===== src/conv_in_pkg.sv =====
package conv_in_pkg;

  // widths of the configuration counts.
  parameter int BITS_KH     = 4;
  parameter int BITS_CIN    = 8;
  parameter int BITS_COLS   = 10;
  parameter int BITS_BLOCKS = 8;

  // field positions in the low bits of the configuration beat.
  parameter int CFG_KH_LSB     = 0;
  parameter int CFG_CIN_LSB    = CFG_KH_LSB + BITS_KH;
  parameter int CFG_COLS_LSB   = CFG_CIN_LSB + BITS_CIN;
  parameter int CFG_BLOCKS_LSB = CFG_COLS_LSB + BITS_COLS;
  parameter int CFG_IS_MAX_BIT = CFG_BLOCKS_LSB + BITS_BLOCKS;

  // tuser flag positions.
  parameter int I_IS_MAX          = 0;
  parameter int I_IS_1X1          = 1;
  parameter int I_IS_TOP_BLOCK    = 2;
  parameter int I_IS_BOTTOM_BLOCK = 3;
  parameter int I_IS_CIN_LAST     = 4;
  // row index sits above the flags.
  parameter int I_KERNEL_ROW      = 5;
  parameter int TUSER_WIDTH       = I_KERNEL_ROW + BITS_KH;

endpackage


===== src/axis_skid.sv =====
`timescale 1ns/1ps

module axis_skid #(
  parameter type t_payload = logic
) (
  input  logic     aclk,
  input  logic     i_reset,
  input  logic     i_valid,
  output logic     o_ready,
  input  t_payload i_data,
  input  logic     i_last,
  output logic     o_valid,
  input  logic     i_ready,
  output t_payload o_data,
  output logic     o_last
);

  logic     skid_valid;
  t_payload skid_data;
  logic     skid_last;
  logic     load_out;

  // output register empty or draining this cycle.
  assign load_out = !o_valid || i_ready;
  // ready comes straight from a flop.
  assign o_ready = !skid_valid;

  always_ff @(posedge aclk) begin
    if (i_reset) begin
      o_valid    <= 1'b0;
      skid_valid <= 1'b0;
    end else if (load_out) begin
      o_valid    <= skid_valid || i_valid;
      skid_valid <= 1'b0;
    end else if (i_valid && o_ready) begin
      skid_valid <= 1'b1;
    end
  end

  always_ff @(posedge aclk) begin
    if (load_out) begin
      // spare entry goes first to keep order.
      if (skid_valid) begin
        o_data <= skid_data;
        o_last <= skid_last;
      end else begin
        o_data <= i_data;
        o_last <= i_last;
      end
    end else if (i_valid && o_ready) begin
      skid_data <= i_data;
      skid_last <= i_last;
    end
  end

  a_hold_stable: assert property (@(posedge aclk) disable iff (i_reset)
    o_valid && !i_ready |=> o_valid && $stable(o_data) && $stable(o_last));

endmodule


===== src/weights_config_decoder.sv =====
`timescale 1ns/1ps

module weights_config_decoder #(
  parameter int  WORD_WIDTH = 8,
  parameter int  CORES      = 2,
  parameter int  KW_MAX     = 3,
  parameter int  KH_MAX     = 3,
  parameter int  CIN_MAX    = 8,
  localparam int DEPTH      = KH_MAX * CIN_MAX,
  localparam int AW         = (DEPTH > 1) ? $clog2(DEPTH) : 1,
  localparam int W_WIDTH    = CORES * KW_MAX * WORD_WIDTH
) (
  input  logic                                  aclk,
  input  logic                                  i_reset,
  input  logic                                  i_s_weights_valid,
  output logic                                  o_s_weights_ready,
  input  logic [W_WIDTH-1:0]                    i_s_weights_data,
  input  logic                                  i_s_weights_last,
  output logic                                  o_we,
  output logic [AW-1:0]                         o_waddr,
  output logic [W_WIDTH-1:0]                    o_wdata,
  output logic                                  o_loaded,
  output logic [conv_in_pkg::BITS_KH-1:0]       o_kh_1,
  output logic [conv_in_pkg::BITS_CIN-1:0]      o_cin_1,
  output logic [conv_in_pkg::BITS_COLS-1:0]     o_cols_1,
  output logic [conv_in_pkg::BITS_BLOCKS-1:0]   o_blocks_1,
  output logic                                  o_is_max,
  input  logic                                  i_release
);

  logic is_config;
  logic xfer;

  // no new packet until the sequencer has used the current one.
  assign o_s_weights_ready = !o_loaded;
  assign xfer = i_s_weights_valid && o_s_weights_ready;
  assign o_we = xfer && !is_config;
  assign o_wdata = i_s_weights_data;

  always_ff @(posedge aclk) begin
    if (i_reset) begin
      is_config <= 1'b1;
      o_waddr   <= '0;
      o_loaded  <= 1'b0;
    end else if (xfer) begin
      if (i_s_weights_last) begin
        is_config <= 1'b1;
        o_waddr   <= '0;
        o_loaded  <= 1'b1;
      end else begin
        is_config <= 1'b0;
        // rows of one channel are contiguous.
        if (!is_config) o_waddr <= o_waddr + 1'b1;
      end
    end else if (i_release) begin
      o_loaded <= 1'b0;
    end
  end

  always_ff @(posedge aclk) begin
    if (xfer && is_config) begin
      o_kh_1     <= i_s_weights_data[conv_in_pkg::CFG_KH_LSB +: conv_in_pkg::BITS_KH];
      o_cin_1    <= i_s_weights_data[conv_in_pkg::CFG_CIN_LSB +: conv_in_pkg::BITS_CIN];
      o_cols_1   <= i_s_weights_data[conv_in_pkg::CFG_COLS_LSB +: conv_in_pkg::BITS_COLS];
      o_blocks_1 <= i_s_weights_data[conv_in_pkg::CFG_BLOCKS_LSB +: conv_in_pkg::BITS_BLOCKS];
      o_is_max   <= i_s_weights_data[conv_in_pkg::CFG_IS_MAX_BIT];
    end
  end

  // writes stay inside the region named by the latched configuration.
  a_waddr_range: assert property (@(posedge aclk) disable iff (i_reset)
    o_we |-> (int'(o_waddr) < DEPTH) &&
             (int'(o_waddr) < (int'(o_kh_1) + 1) * (int'(o_cin_1) + 1)));

endmodule


===== src/weights_store.sv =====
`timescale 1ns/1ps

module weights_store #(
  parameter int  WORD_WIDTH = 8,
  parameter int  CORES      = 2,
  parameter int  KW_MAX     = 3,
  parameter int  DEPTH      = 24,
  localparam int AW         = (DEPTH > 1) ? $clog2(DEPTH) : 1,
  localparam int W_WIDTH    = CORES * KW_MAX * WORD_WIDTH
) (
  input  logic               aclk,
  input  logic               i_we,
  input  logic [AW-1:0]      i_waddr,
  input  logic [W_WIDTH-1:0] i_wdata,
  input  logic [AW-1:0]      i_raddr,
  output logic [W_WIDTH-1:0] o_rdata
);

  // entry c * kh + r holds row r of channel c.
  logic [W_WIDTH-1:0] mem [DEPTH];

  always_ff @(posedge aclk) begin
    if (i_we) mem[i_waddr] <= i_wdata;
  end

  // registered read with one cycle of latency.
  always_ff @(posedge aclk) begin
    o_rdata <= mem[i_raddr];
  end

endmodule


===== src/conv_in_sequencer.sv =====
`timescale 1ns/1ps

module conv_in_sequencer #(
  parameter int  WORD_WIDTH = 8,
  parameter int  UNITS      = 4,
  parameter int  CORES      = 2,
  parameter int  KW_MAX     = 3,
  parameter int  KH_MAX     = 3,
  parameter int  CIN_MAX    = 8,
  localparam int DEPTH      = KH_MAX * CIN_MAX,
  localparam int AW         = (DEPTH > 1) ? $clog2(DEPTH) : 1,
  localparam int W_WIDTH    = CORES * KW_MAX * WORD_WIDTH
) (
  input  logic                                aclk,
  input  logic                                i_reset,
  input  logic                                i_pix_valid,
  output logic                                o_pix_ready,
  input  logic [UNITS*WORD_WIDTH-1:0]         i_pix_data,
  input  logic                                i_loaded,
  input  logic [conv_in_pkg::BITS_KH-1:0]     i_kh_1,
  input  logic [conv_in_pkg::BITS_CIN-1:0]    i_cin_1,
  input  logic [conv_in_pkg::BITS_COLS-1:0]   i_cols_1,
  input  logic [conv_in_pkg::BITS_BLOCKS-1:0] i_blocks_1,
  input  logic                                i_is_max,
  output logic [AW-1:0]                       o_raddr,
  input  logic [W_WIDTH-1:0]                  i_rdata,
  output logic                                o_release,
  output logic                                o_valid,
  input  logic                                i_ready,
  output logic [UNITS*WORD_WIDTH-1:0]         o_pixels,
  output logic [W_WIDTH-1:0]                  o_weights,
  output logic [conv_in_pkg::TUSER_WIDTH-1:0] o_user,
  output logic                                o_last
);

  logic [conv_in_pkg::BITS_KH-1:0]     r;
  logic [conv_in_pkg::BITS_CIN-1:0]    c;
  logic [conv_in_pkg::BITS_COLS-1:0]   x;
  logic [conv_in_pkg::BITS_BLOCKS-1:0] b;
  logic [AW-1:0]                       addr;
  logic [AW-1:0]                       addr_prev;
  logic                                done;
  logic                                can_issue;
  logic                                issue;
  logic                                last_r;
  logic                                last_c;
  logic                                last_x;
  logic                                last_b;
  logic                                final_beat;
  logic [conv_in_pkg::TUSER_WIDTH-1:0] user_d;

  assign last_r = r == i_kh_1;
  assign last_c = c == i_cin_1;
  assign last_x = x == i_cols_1;
  assign last_b = b == i_blocks_1;
  assign final_beat = last_r && last_c && last_x && last_b;

  // read only when the output register can take the beat next cycle.
  assign can_issue = i_loaded && !done && (!o_valid || i_ready);
  assign issue = can_issue && i_pix_valid;
  // pixel beat is popped with its last kernel row.
  assign o_pix_ready = can_issue && last_r;
  // a stalled beat keeps re-reading its own entry.
  assign o_raddr = issue ? addr : addr_prev;
  assign o_weights = i_rdata;
  assign o_release = o_valid && i_ready && o_last;

  always_comb begin
    user_d = '0;
    user_d[conv_in_pkg::I_IS_MAX] = i_is_max;
    user_d[conv_in_pkg::I_IS_1X1] = i_kh_1 == '0;
    user_d[conv_in_pkg::I_IS_TOP_BLOCK] = b == '0;
    user_d[conv_in_pkg::I_IS_BOTTOM_BLOCK] = last_b;
    user_d[conv_in_pkg::I_IS_CIN_LAST] = last_c;
    user_d[conv_in_pkg::I_KERNEL_ROW +: conv_in_pkg::BITS_KH] = r;
  end

  always_ff @(posedge aclk) begin
    if (i_reset) begin
      r       <= '0;
      c       <= '0;
      x       <= '0;
      b       <= '0;
      addr    <= '0;
      done    <= 1'b0;
      o_valid <= 1'b0;
    end else begin
      if (issue) begin
        r    <= last_r ? '0 : r + 1'b1;
        addr <= (last_r && last_c) ? '0 : addr + 1'b1;
        if (last_r) begin
          c <= last_c ? '0 : c + 1'b1;
          if (last_c) begin
            x <= last_x ? '0 : x + 1'b1;
            if (last_x) b <= last_b ? '0 : b + 1'b1;
          end
        end
      end
      // hold off until the final beat has left.
      if (issue && final_beat) done <= 1'b1;
      else if (o_release) done <= 1'b0;
      if (issue) o_valid <= 1'b1;
      else if (i_ready) o_valid <= 1'b0;
    end
  end

  always_ff @(posedge aclk) begin
    if (issue) begin
      addr_prev <= addr;
      o_pixels  <= i_pix_data;
      o_user    <= user_d;
      o_last    <= final_beat;
    end
  end

  a_no_valid_unloaded: assert property (@(posedge aclk) disable iff (i_reset)
    !i_loaded |-> !o_valid);

endmodule


===== src/conv_in_pipe.sv =====
`timescale 1ns/1ps

module conv_in_pipe #(
  parameter int  WORD_WIDTH = 8,
  parameter int  UNITS      = 4,
  parameter int  CORES      = 2,
  parameter int  KW_MAX     = 3,
  parameter int  KH_MAX     = 3,
  parameter int  CIN_MAX    = 8,
  localparam int DEPTH      = KH_MAX * CIN_MAX,
  localparam int AW         = (DEPTH > 1) ? $clog2(DEPTH) : 1,
  localparam int W_WIDTH    = CORES * KW_MAX * WORD_WIDTH
) (
  input  logic                                aclk,
  input  logic                                i_reset,
  input  logic                                i_s_pixels_valid,
  output logic                                o_s_pixels_ready,
  input  logic [UNITS*WORD_WIDTH-1:0]         i_s_pixels_data,
  input  logic                                i_s_pixels_last,
  input  logic                                i_s_weights_valid,
  output logic                                o_s_weights_ready,
  input  logic [W_WIDTH-1:0]                  i_s_weights_data,
  input  logic                                i_s_weights_last,
  output logic                                o_m_valid,
  input  logic                                i_m_ready,
  output logic [UNITS*WORD_WIDTH-1:0]         o_m_pixels,
  output logic [W_WIDTH-1:0]                  o_m_weights,
  output logic [conv_in_pkg::TUSER_WIDTH-1:0] o_m_user,
  output logic                                o_m_last
);

  typedef logic [UNITS*WORD_WIDTH-1:0] t_pixels;

  // joined beat handed to the convolution engine.
  typedef struct packed {
    logic [UNITS*WORD_WIDTH-1:0]         pixels;
    logic [W_WIDTH-1:0]                  weights;
    logic [conv_in_pkg::TUSER_WIDTH-1:0] user;
  } t_out_beat;

  t_pixels                             pix_data;
  logic                                pix_valid;
  logic                                pix_ready;
  logic                                we;
  logic [AW-1:0]                       waddr;
  logic [W_WIDTH-1:0]                  wdata;
  logic [AW-1:0]                       raddr;
  logic [W_WIDTH-1:0]                  rdata;
  logic                                loaded;
  logic [conv_in_pkg::BITS_KH-1:0]     kh_1;
  logic [conv_in_pkg::BITS_CIN-1:0]    cin_1;
  logic [conv_in_pkg::BITS_COLS-1:0]   cols_1;
  logic [conv_in_pkg::BITS_BLOCKS-1:0] blocks_1;
  logic                                is_max;
  logic                                seq_release;
  logic                                seq_valid;
  logic                                seq_ready;
  logic [UNITS*WORD_WIDTH-1:0]         seq_pixels;
  logic [W_WIDTH-1:0]                  seq_weights;
  logic [conv_in_pkg::TUSER_WIDTH-1:0] seq_user;
  logic                                seq_last;
  t_out_beat                           m_beat;

  axis_skid #(.t_payload(t_pixels)) pix_skid (
    .aclk(aclk), .i_reset(i_reset),
    .i_valid(i_s_pixels_valid), .o_ready(o_s_pixels_ready),
    .i_data(i_s_pixels_data), .i_last(i_s_pixels_last),
    .o_valid(pix_valid), .i_ready(pix_ready), .o_data(pix_data), .o_last()
  );

  weights_config_decoder #(
    .WORD_WIDTH(WORD_WIDTH), .CORES(CORES), .KW_MAX(KW_MAX),
    .KH_MAX(KH_MAX), .CIN_MAX(CIN_MAX)
  ) decoder (
    .aclk(aclk), .i_reset(i_reset),
    .i_s_weights_valid(i_s_weights_valid), .o_s_weights_ready(o_s_weights_ready),
    .i_s_weights_data(i_s_weights_data), .i_s_weights_last(i_s_weights_last),
    .o_we(we), .o_waddr(waddr), .o_wdata(wdata), .o_loaded(loaded),
    .o_kh_1(kh_1), .o_cin_1(cin_1), .o_cols_1(cols_1), .o_blocks_1(blocks_1),
    .o_is_max(is_max), .i_release(seq_release)
  );

  weights_store #(
    .WORD_WIDTH(WORD_WIDTH), .CORES(CORES), .KW_MAX(KW_MAX), .DEPTH(DEPTH)
  ) store (
    .aclk(aclk), .i_we(we), .i_waddr(waddr), .i_wdata(wdata),
    .i_raddr(raddr), .o_rdata(rdata)
  );

  conv_in_sequencer #(
    .WORD_WIDTH(WORD_WIDTH), .UNITS(UNITS), .CORES(CORES), .KW_MAX(KW_MAX),
    .KH_MAX(KH_MAX), .CIN_MAX(CIN_MAX)
  ) sequencer (
    .aclk(aclk), .i_reset(i_reset),
    .i_pix_valid(pix_valid), .o_pix_ready(pix_ready), .i_pix_data(pix_data),
    .i_loaded(loaded), .i_kh_1(kh_1), .i_cin_1(cin_1), .i_cols_1(cols_1),
    .i_blocks_1(blocks_1), .i_is_max(is_max),
    .o_raddr(raddr), .i_rdata(rdata), .o_release(seq_release),
    .o_valid(seq_valid), .i_ready(seq_ready), .o_pixels(seq_pixels),
    .o_weights(seq_weights), .o_user(seq_user), .o_last(seq_last)
  );

  axis_skid #(.t_payload(t_out_beat)) out_skid (
    .aclk(aclk), .i_reset(i_reset),
    .i_valid(seq_valid), .o_ready(seq_ready),
    .i_data({seq_pixels, seq_weights, seq_user}), .i_last(seq_last),
    .o_valid(o_m_valid), .i_ready(i_m_ready), .o_data(m_beat), .o_last(o_m_last)
  );

  assign o_m_pixels  = m_beat.pixels;
  assign o_m_weights = m_beat.weights;
  assign o_m_user    = m_beat.user;

endmodule


===== config.mk =====
export PLATFORM = sky130hd
export DESIGN_NAME = conv_in_pipe
export DESIGN_NICKNAME = d
export VERILOG_FILES = /design/src/conv_in_pkg.sv /design/src/axis_skid.sv /design/src/weights_config_decoder.sv /design/src/weights_store.sv /design/src/conv_in_sequencer.sv /design/src/conv_in_pipe.sv
export SDC_FILE = /design/constraint.sdc
export NUM_CORES = 2
export LEC_CHECK = 0
export BUFFER_PORTS_ARGS = -buffer_cell sky130_fd_sc_hd__buf_4
export CORE_UTILIZATION = 45
export DETAILED_ROUTE_END_ITERATION = 7
export GPL_ROUTABILITY_DRIVEN = 0
export HOLD_SLACK_MARGIN = 0.03
export PLACE_DENSITY_LB_ADDON = 0.12
export SLEW_MARGIN = 0
export SYNTH_ARGS = -nofsm -noshare
export SYNTH_HDL_FRONTEND = slang
export SYNTH_SLANG_ARGS = --single-unit

===== constraint.sdc =====
create_clock -name aclk -period 25 [get_ports aclk]
set_input_delay 1.25 -clock aclk [delete_from_list [all_inputs] [get_ports aclk]]
set_output_delay 1.25 -clock aclk [all_outputs]
set_load 0.02 [all_outputs]

* Word-level counts from Yosys, hierarchy flattened
Memories as Yosys holds them, arrays and structs flattened. A register that Yosys moved wholly into a read port is not among the register bits. Cells that the tools add are included.
Storage, ports and cells: register bits 370, RAM bits 1152, input port bits 87, output and inout bits 93, memories kept 1
Operators by class: add/subtract/negate cells 6, equal/unequal tests 7, multiplexer cells 20, bitwise operators 2, reductions and logical operators 40
Memories:
- store.mem | words 24, bits a word 48, read ports 1, clocked after memory_dff 1, write ports 1, RTL line weights_store.sv:20 | logic [W_WIDTH-1:0] mem [DEPTH];
Operators with widths (count):
- 89-bit 2-to-1 mux | 1
- 32-bit 2-to-1 mux | 1
- 5-bit 2-to-1 mux | 4
- 8-bit by 1-bit adder with 8-bit output (second input constant) | 2
- 8-bit equality test | 2
- 8-bit 2-to-1 mux | 2
- 1-bit logical AND | 14
- 10-bit by 1-bit adder with 10-bit output (second input constant) | 1
- 5-bit by 1-bit adder with 5-bit output (second input constant) | 2
- 10-bit equality test | 1
- 1-bit 2-to-1 mux | 10
- 10-bit 2-to-1 mux | 1
- 2-bit AND reduction | 5
- 1-bit logical NOT | 8
- 8-bit logical NOT | 1
- 2-bit inequality test (second input constant) | 3
- 1-bit logical OR | 5
- 4-bit by 1-bit adder with 4-bit output (second input constant) | 1
- 4-bit equality test | 1
- 4-bit logical NOT | 1
- 4-bit 2-to-1 mux | 1
- 4-bit AND reduction | 1
- 2-bit nonzero test | 2
- 2-bit OR reduction | 2
- other kinds (2) | 3

* Longest topological paths before layout
depth in word-level cells 7, depth in mapped cells 12, depth with buffers taken out 8

* Modules after synthesis
Synthesis repeated with hierarchy kept, for this count alone.
Unflattened totals: cell total of the unflattened synthesis 3177, area total of the unflattened synthesis 60460.5 um^2
By module, submodules not included:
- weights_store | times used 1, cells an instance 2301, area each 45421.1 um^2, seq. area each 35554.1 um^2
- axis_skid at out_skid | times used 1, cells an instance 288, area each 6842.8 um^2, seq. area each 5445.2 um^2
- conv_in_sequencer | times used 1, cells an instance 361, area each 3962.6 um^2, seq. area each 2102.0 um^2
- axis_skid at pix_skid | times used 1, cells an instance 111, area each 2592.5 um^2, seq. area each 2021.9 um^2
- weights_config_decoder | times used 1, cells an instance 116, area each 1641.6 um^2, seq. area each 1071.0 um^2

* Worst setup path before layout
No wires, ideal clock.
path kind input to register, from input i_m_ready, to register out_skid.skid_data[0] (netlist bit) (enable), setup time 0.668 ns, data arrival time 10.196 ns, data required time 24.332 ns, path slack 14.136 ns, cell stages on the path 2, path buffers 0, cells stage by stage nand2b_1 -> nor3b_1
Between the ends: longest elaborated chain between the ends 3
RTL lines:
- start, declared | RTL line conv_in_pipe.sv:25 | input logic i_m_ready,
- 1-bit logical OR | RTL line axis_skid.sv:24 | assign load_out = !o_valid || i_ready;
- 1-bit inverter (no source line)
- 2-bit AND reduction (no source line)
- end signal, assigned | RTL line axis_skid.sv:51 | skid_data <= i_data;
- end, declared | RTL line axis_skid.sv:19 | t_payload skid_data;
Every way passes these cells. A chain may end at the register's enable or synchronous reset.

* Final worst setup path
from register out_skid.skid_valid, to register store.o_rdata[7], read port of store.mem
Between the ends: longest elaborated chain between the ends 5
RTL lines:
- start, declared | RTL line axis_skid.sv:18 | logic skid_valid;
- start signal, assigned | RTL line axis_skid.sv:31 | skid_valid <= 1'b0;
- start signal, assigned | RTL line axis_skid.sv:34 | skid_valid <= 1'b0;
- start signal, assigned | RTL line axis_skid.sv:36 | skid_valid <= 1'b1;
- 1-bit logical NOT | RTL line axis_skid.sv:26 | assign o_ready = !skid_valid;
- 1-bit logical OR | RTL line conv_in_sequencer.sv:59 | assign can_issue = i_loaded && !done && (!o_valid || i_ready);
- 1-bit logical AND | RTL line conv_in_sequencer.sv:59
- 1-bit logical AND | RTL line conv_in_sequencer.sv:60 | assign issue = can_issue && i_pix_valid;
- 5-bit 2-to-1 mux
- end, declared | RTL line weights_store.sv:16 | output logic [W_WIDTH-1:0] o_rdata
Every way passes these cells.

==> results.toml <==
[timing]
final.min_clock_period_ps = 5220
max_slew.worst_pin.slew_ps = 1285
period_share_pct = 20.88
fin_setup_tns_ps = 0
setup_viol = 0
hold-worst-slack_ps = 416.0
rsz0062_at_grt = "no"
hold_viol = 0
drv_slew = 0
fmax_mhz = 191.6
max-slew-margin-rel_pct = 13.56
finClkSkew_ps = 30.67

[final_layout]
utilization_pct = 52.30
area_growth_syn_to_layout_pct = 14.77
nNetsFinal = 4251
antenna_cells = 0
final_layout_size_suffix_gt1_share_pct = 16.06
final_area_sq_um = 68060
layout_commonest_cell = "edfxtp_1"
layout_common_cells = "edfxtp_1, nand2_1, nand3_1"
n_fill_cell = 10740

[global_route]
antenna_found_initial = 6
grt_pass1_wl_um = 217000
grt_usage_pct = 22.37
grt_pass1_vias = 32380
grt_overflow = 0
grt_start_max_net_pins = 170

[setup_path]
r2r-start = "out_skid.skid_valid"
reg2regPathDepth = 9
cp_slowest_cell = "buf_4"
worstPathRequired_ps = 25620
cp_cell_sequence = "and2_1 > o31ai_4 > buf_4 > and2_4 > inv_8 > buf_4 > mux4_2 > a2111oi_0 > nor3_1"
cpPeakStageDelay_ps = 880
endpoint = "store.o_rdata[7]"
startpoint_type = "register"
path_common_cell = "buf_4"
reg2reg_to = "store.o_rdata[7]"
r2r_setup_slack_ps = 19780
cp.arrival_ps = 5840
end_kind = "register"
path_class = "reg -> reg"
crit_fanout = 118
startpoint = "out_skid.skid_valid"

[run]
maxCapViolations = 0

[yosys]
syn_nets = 4067
synth_top_area_share_pct = 74.38
synth-warning-count = 0
synth_edf_count = 1469
synth_seq_cells = 1570
avgSynthCellArea_sq_um = 14.94
synth_area_leaders = "edfxtp_1, nand2_1, dfxtp_1"
ys_seq_area_share_pct = 77.79
syn-cell-area_sq_um = 59310
synthCells = 3970
synthArstFlopShare_pct = 0
synth_cell_types = 56
synth_flop_cell = "edfxtp_1"
synth_top_cell_by_area = "edfxtp_1"

[floorplanning]
io_pins = 180
die_y_um = 365.0
die_width_um = 365.0
rows = 132
core-area_sq_um = 130100
dieArea_sq_um = 133200
start_util_pct = 45.57

[detailed_routing]
drt_first_pass_iters = 6
drt-wirelength-per-cell_um = 24.79
drtAntennaViolNets = 0
route.vias.total = 33870
via_per_inst = 5.613
wl_um = 149600
drcViolationCount = 0
initialDrtViolationCount = 3528

[power]
p_leak_uw = 0.02285
p_per_area_nw_per_um2 = 83.18
p_total_uw = 5662
ir_drop_mv = 0.05974

[clock_network]
cts_tree = "built"
cts_buffer_depth = 3
clk_latency_ps = 770
holdBufCountCts = 0
cts-root-buf = "clkbuf_16"
numCtsBuffers = 164
clkSlewWorstSetupHoldPaths_ps = 60
cts_setup_buffers = 0
clock_sinks = 1570
cts-htree-levels = 4
cts_resized = 0

[placed_design]
placed_area_sq_um = 62630
portBuffers = 178
hpwl_um = 74560

[outcome]
status = "finished, final reports clean"

[worst_hold_path]
min_path_type = "reg -> reg"
-- cell type report --
| cell class | count | area, sq um | share of cell area, % |
|---|---|---|---|
| flip-flops and latches | 1570 | 46140 | 67.79 |
| well taps | 1742 | 2180 | 3.202 |
| clock buffers | 232 | 4726 | 6.943 |
| repair buffers | 242 | 1842 | 2.706 |
| clock inverters | 71 | 706.9 | 1.039 |
| multi-input cells | 2159 | 12390 | 18.21 |
| inverters | 17 | 78.83 | 0.1158 |
-- sequential cells by signal, indices dropped and copies added, names as in the netlist, 4 cells and up --
signal               count
store.mem             1152
out_skid.o_data         89
out_skid.skid_data      89
store.o_rdata           48
pix_skid.o_data         32
pix_skid.skid_data      32
sequencer.o_pixels      32
decoder.o_cols_1        10
sequencer.x             10
sequencer.o_user         9
decoder.o_blocks_1       8
decoder.o_cin_1          8
sequencer.b              8
sequencer.c              8
decoder.o_waddr          5
sequencer.addr           5
sequencer.addr_prev      5
decoder.o_kh_1           4
sequencer.r              4
-- layer usage --
layer | global-route usage, % | routed length (um) | part of all wire (%) | vias to the layer above
met2 | 35.19 | 69430 | 46 | 1148
met1 | 32.44 | 67830 | 45 | 17140
li1 | - | - | - | 15310
met3 | 3.122 | 8753 | 5.9 | 264
met4 | 6.686 | 3544 | 2.4 | 4
met5 | 0 | 27 | 0.018 | -
-- kinds of logic (layout without fill, tap and decap cells) --
group | after synthesis | after routing | share of synthesized area, %
DFF | 1570 | 1570 | 77.79
and+or+nand+nor | 1562 | 1562 | 11.49
AOI/OAI and AO/OA | 347 | 347 | 4.310
buffers and inverters | 241 | 562 | 1.884
muxes | 184 | 184 | 3.490
xor gates and xnor gates | 56 | 56 | 0.8270
adders and majority gates | 10 | 10 | 0.2110
-- worst max-delay path, delay by kind of cell, from the launching register on --
family / cells / cell delay (ps)
buffers and inverters: 3 / 1910
AO/OA/AOI/OAI: 2 / 810
multiplexers: 1 / 410
flip-flops: 1 / 790
AND/OR/NAND/NOR: 3 / 1040
-- power by group --
part	total [uW]	switching, uW	internal (uW)
clock	2430	994	1430
sequential	2940	19.8	2920
combinational	291	200	90.9
total	5660	1210	4450
-- worst min path at each step --
stage,from,to,slack (ps),depth (start not counted)
after floorplan,pix_skid.o_data[0],sequencer.o_pixels[0],400,0
after global placement,pix_skid.o_data[21],sequencer.o_pixels[21],400,0
after detailed placement,pix_skid.o_data[17],sequencer.o_pixels[17],400,0
after CTS,pix_skid.o_data[21],sequencer.o_pixels[21],420,0
after global routing,pix_skid.o_data[21],sequencer.o_pixels[21],420,0
final,pix_skid.o_data[7],sequencer.o_pixels[7],420,0
-- per-stage QoR --
stage	cells	setup WS, ps
finish	6033	19780
global route	6033	19420
CTS	6033	19600
detailed placement	5730	19630
global placement	5730	19630
floorplan	3970	14140
-- synthesized netlist by cell type, types with 9 or more instances --
master / number
xnor2_1: 34
xor2_1: 22
a311oi_1: 41
a221oi_1: 13
nand4_1: 67
mux2_2: 122
edfxtp_1: 1469
and3_1: 53
nand3_1: 390
nor2_1: 73
a221oi_2: 11
clkbuf_1: 93
buf_1: 19
a31oi_1: 77
a32oi_1: 53
ha_1: 10
buf_2: 97
o21ai_0: 18
nand2_1: 921
nor3_1: 13
a211oi_1: 48
buf_4: 9
inv_1: 12
a21oi_1: 61
mux2i_1: 56
dfxtp_1: 101
Note: power is estimated with default switching activity, not from simulation.
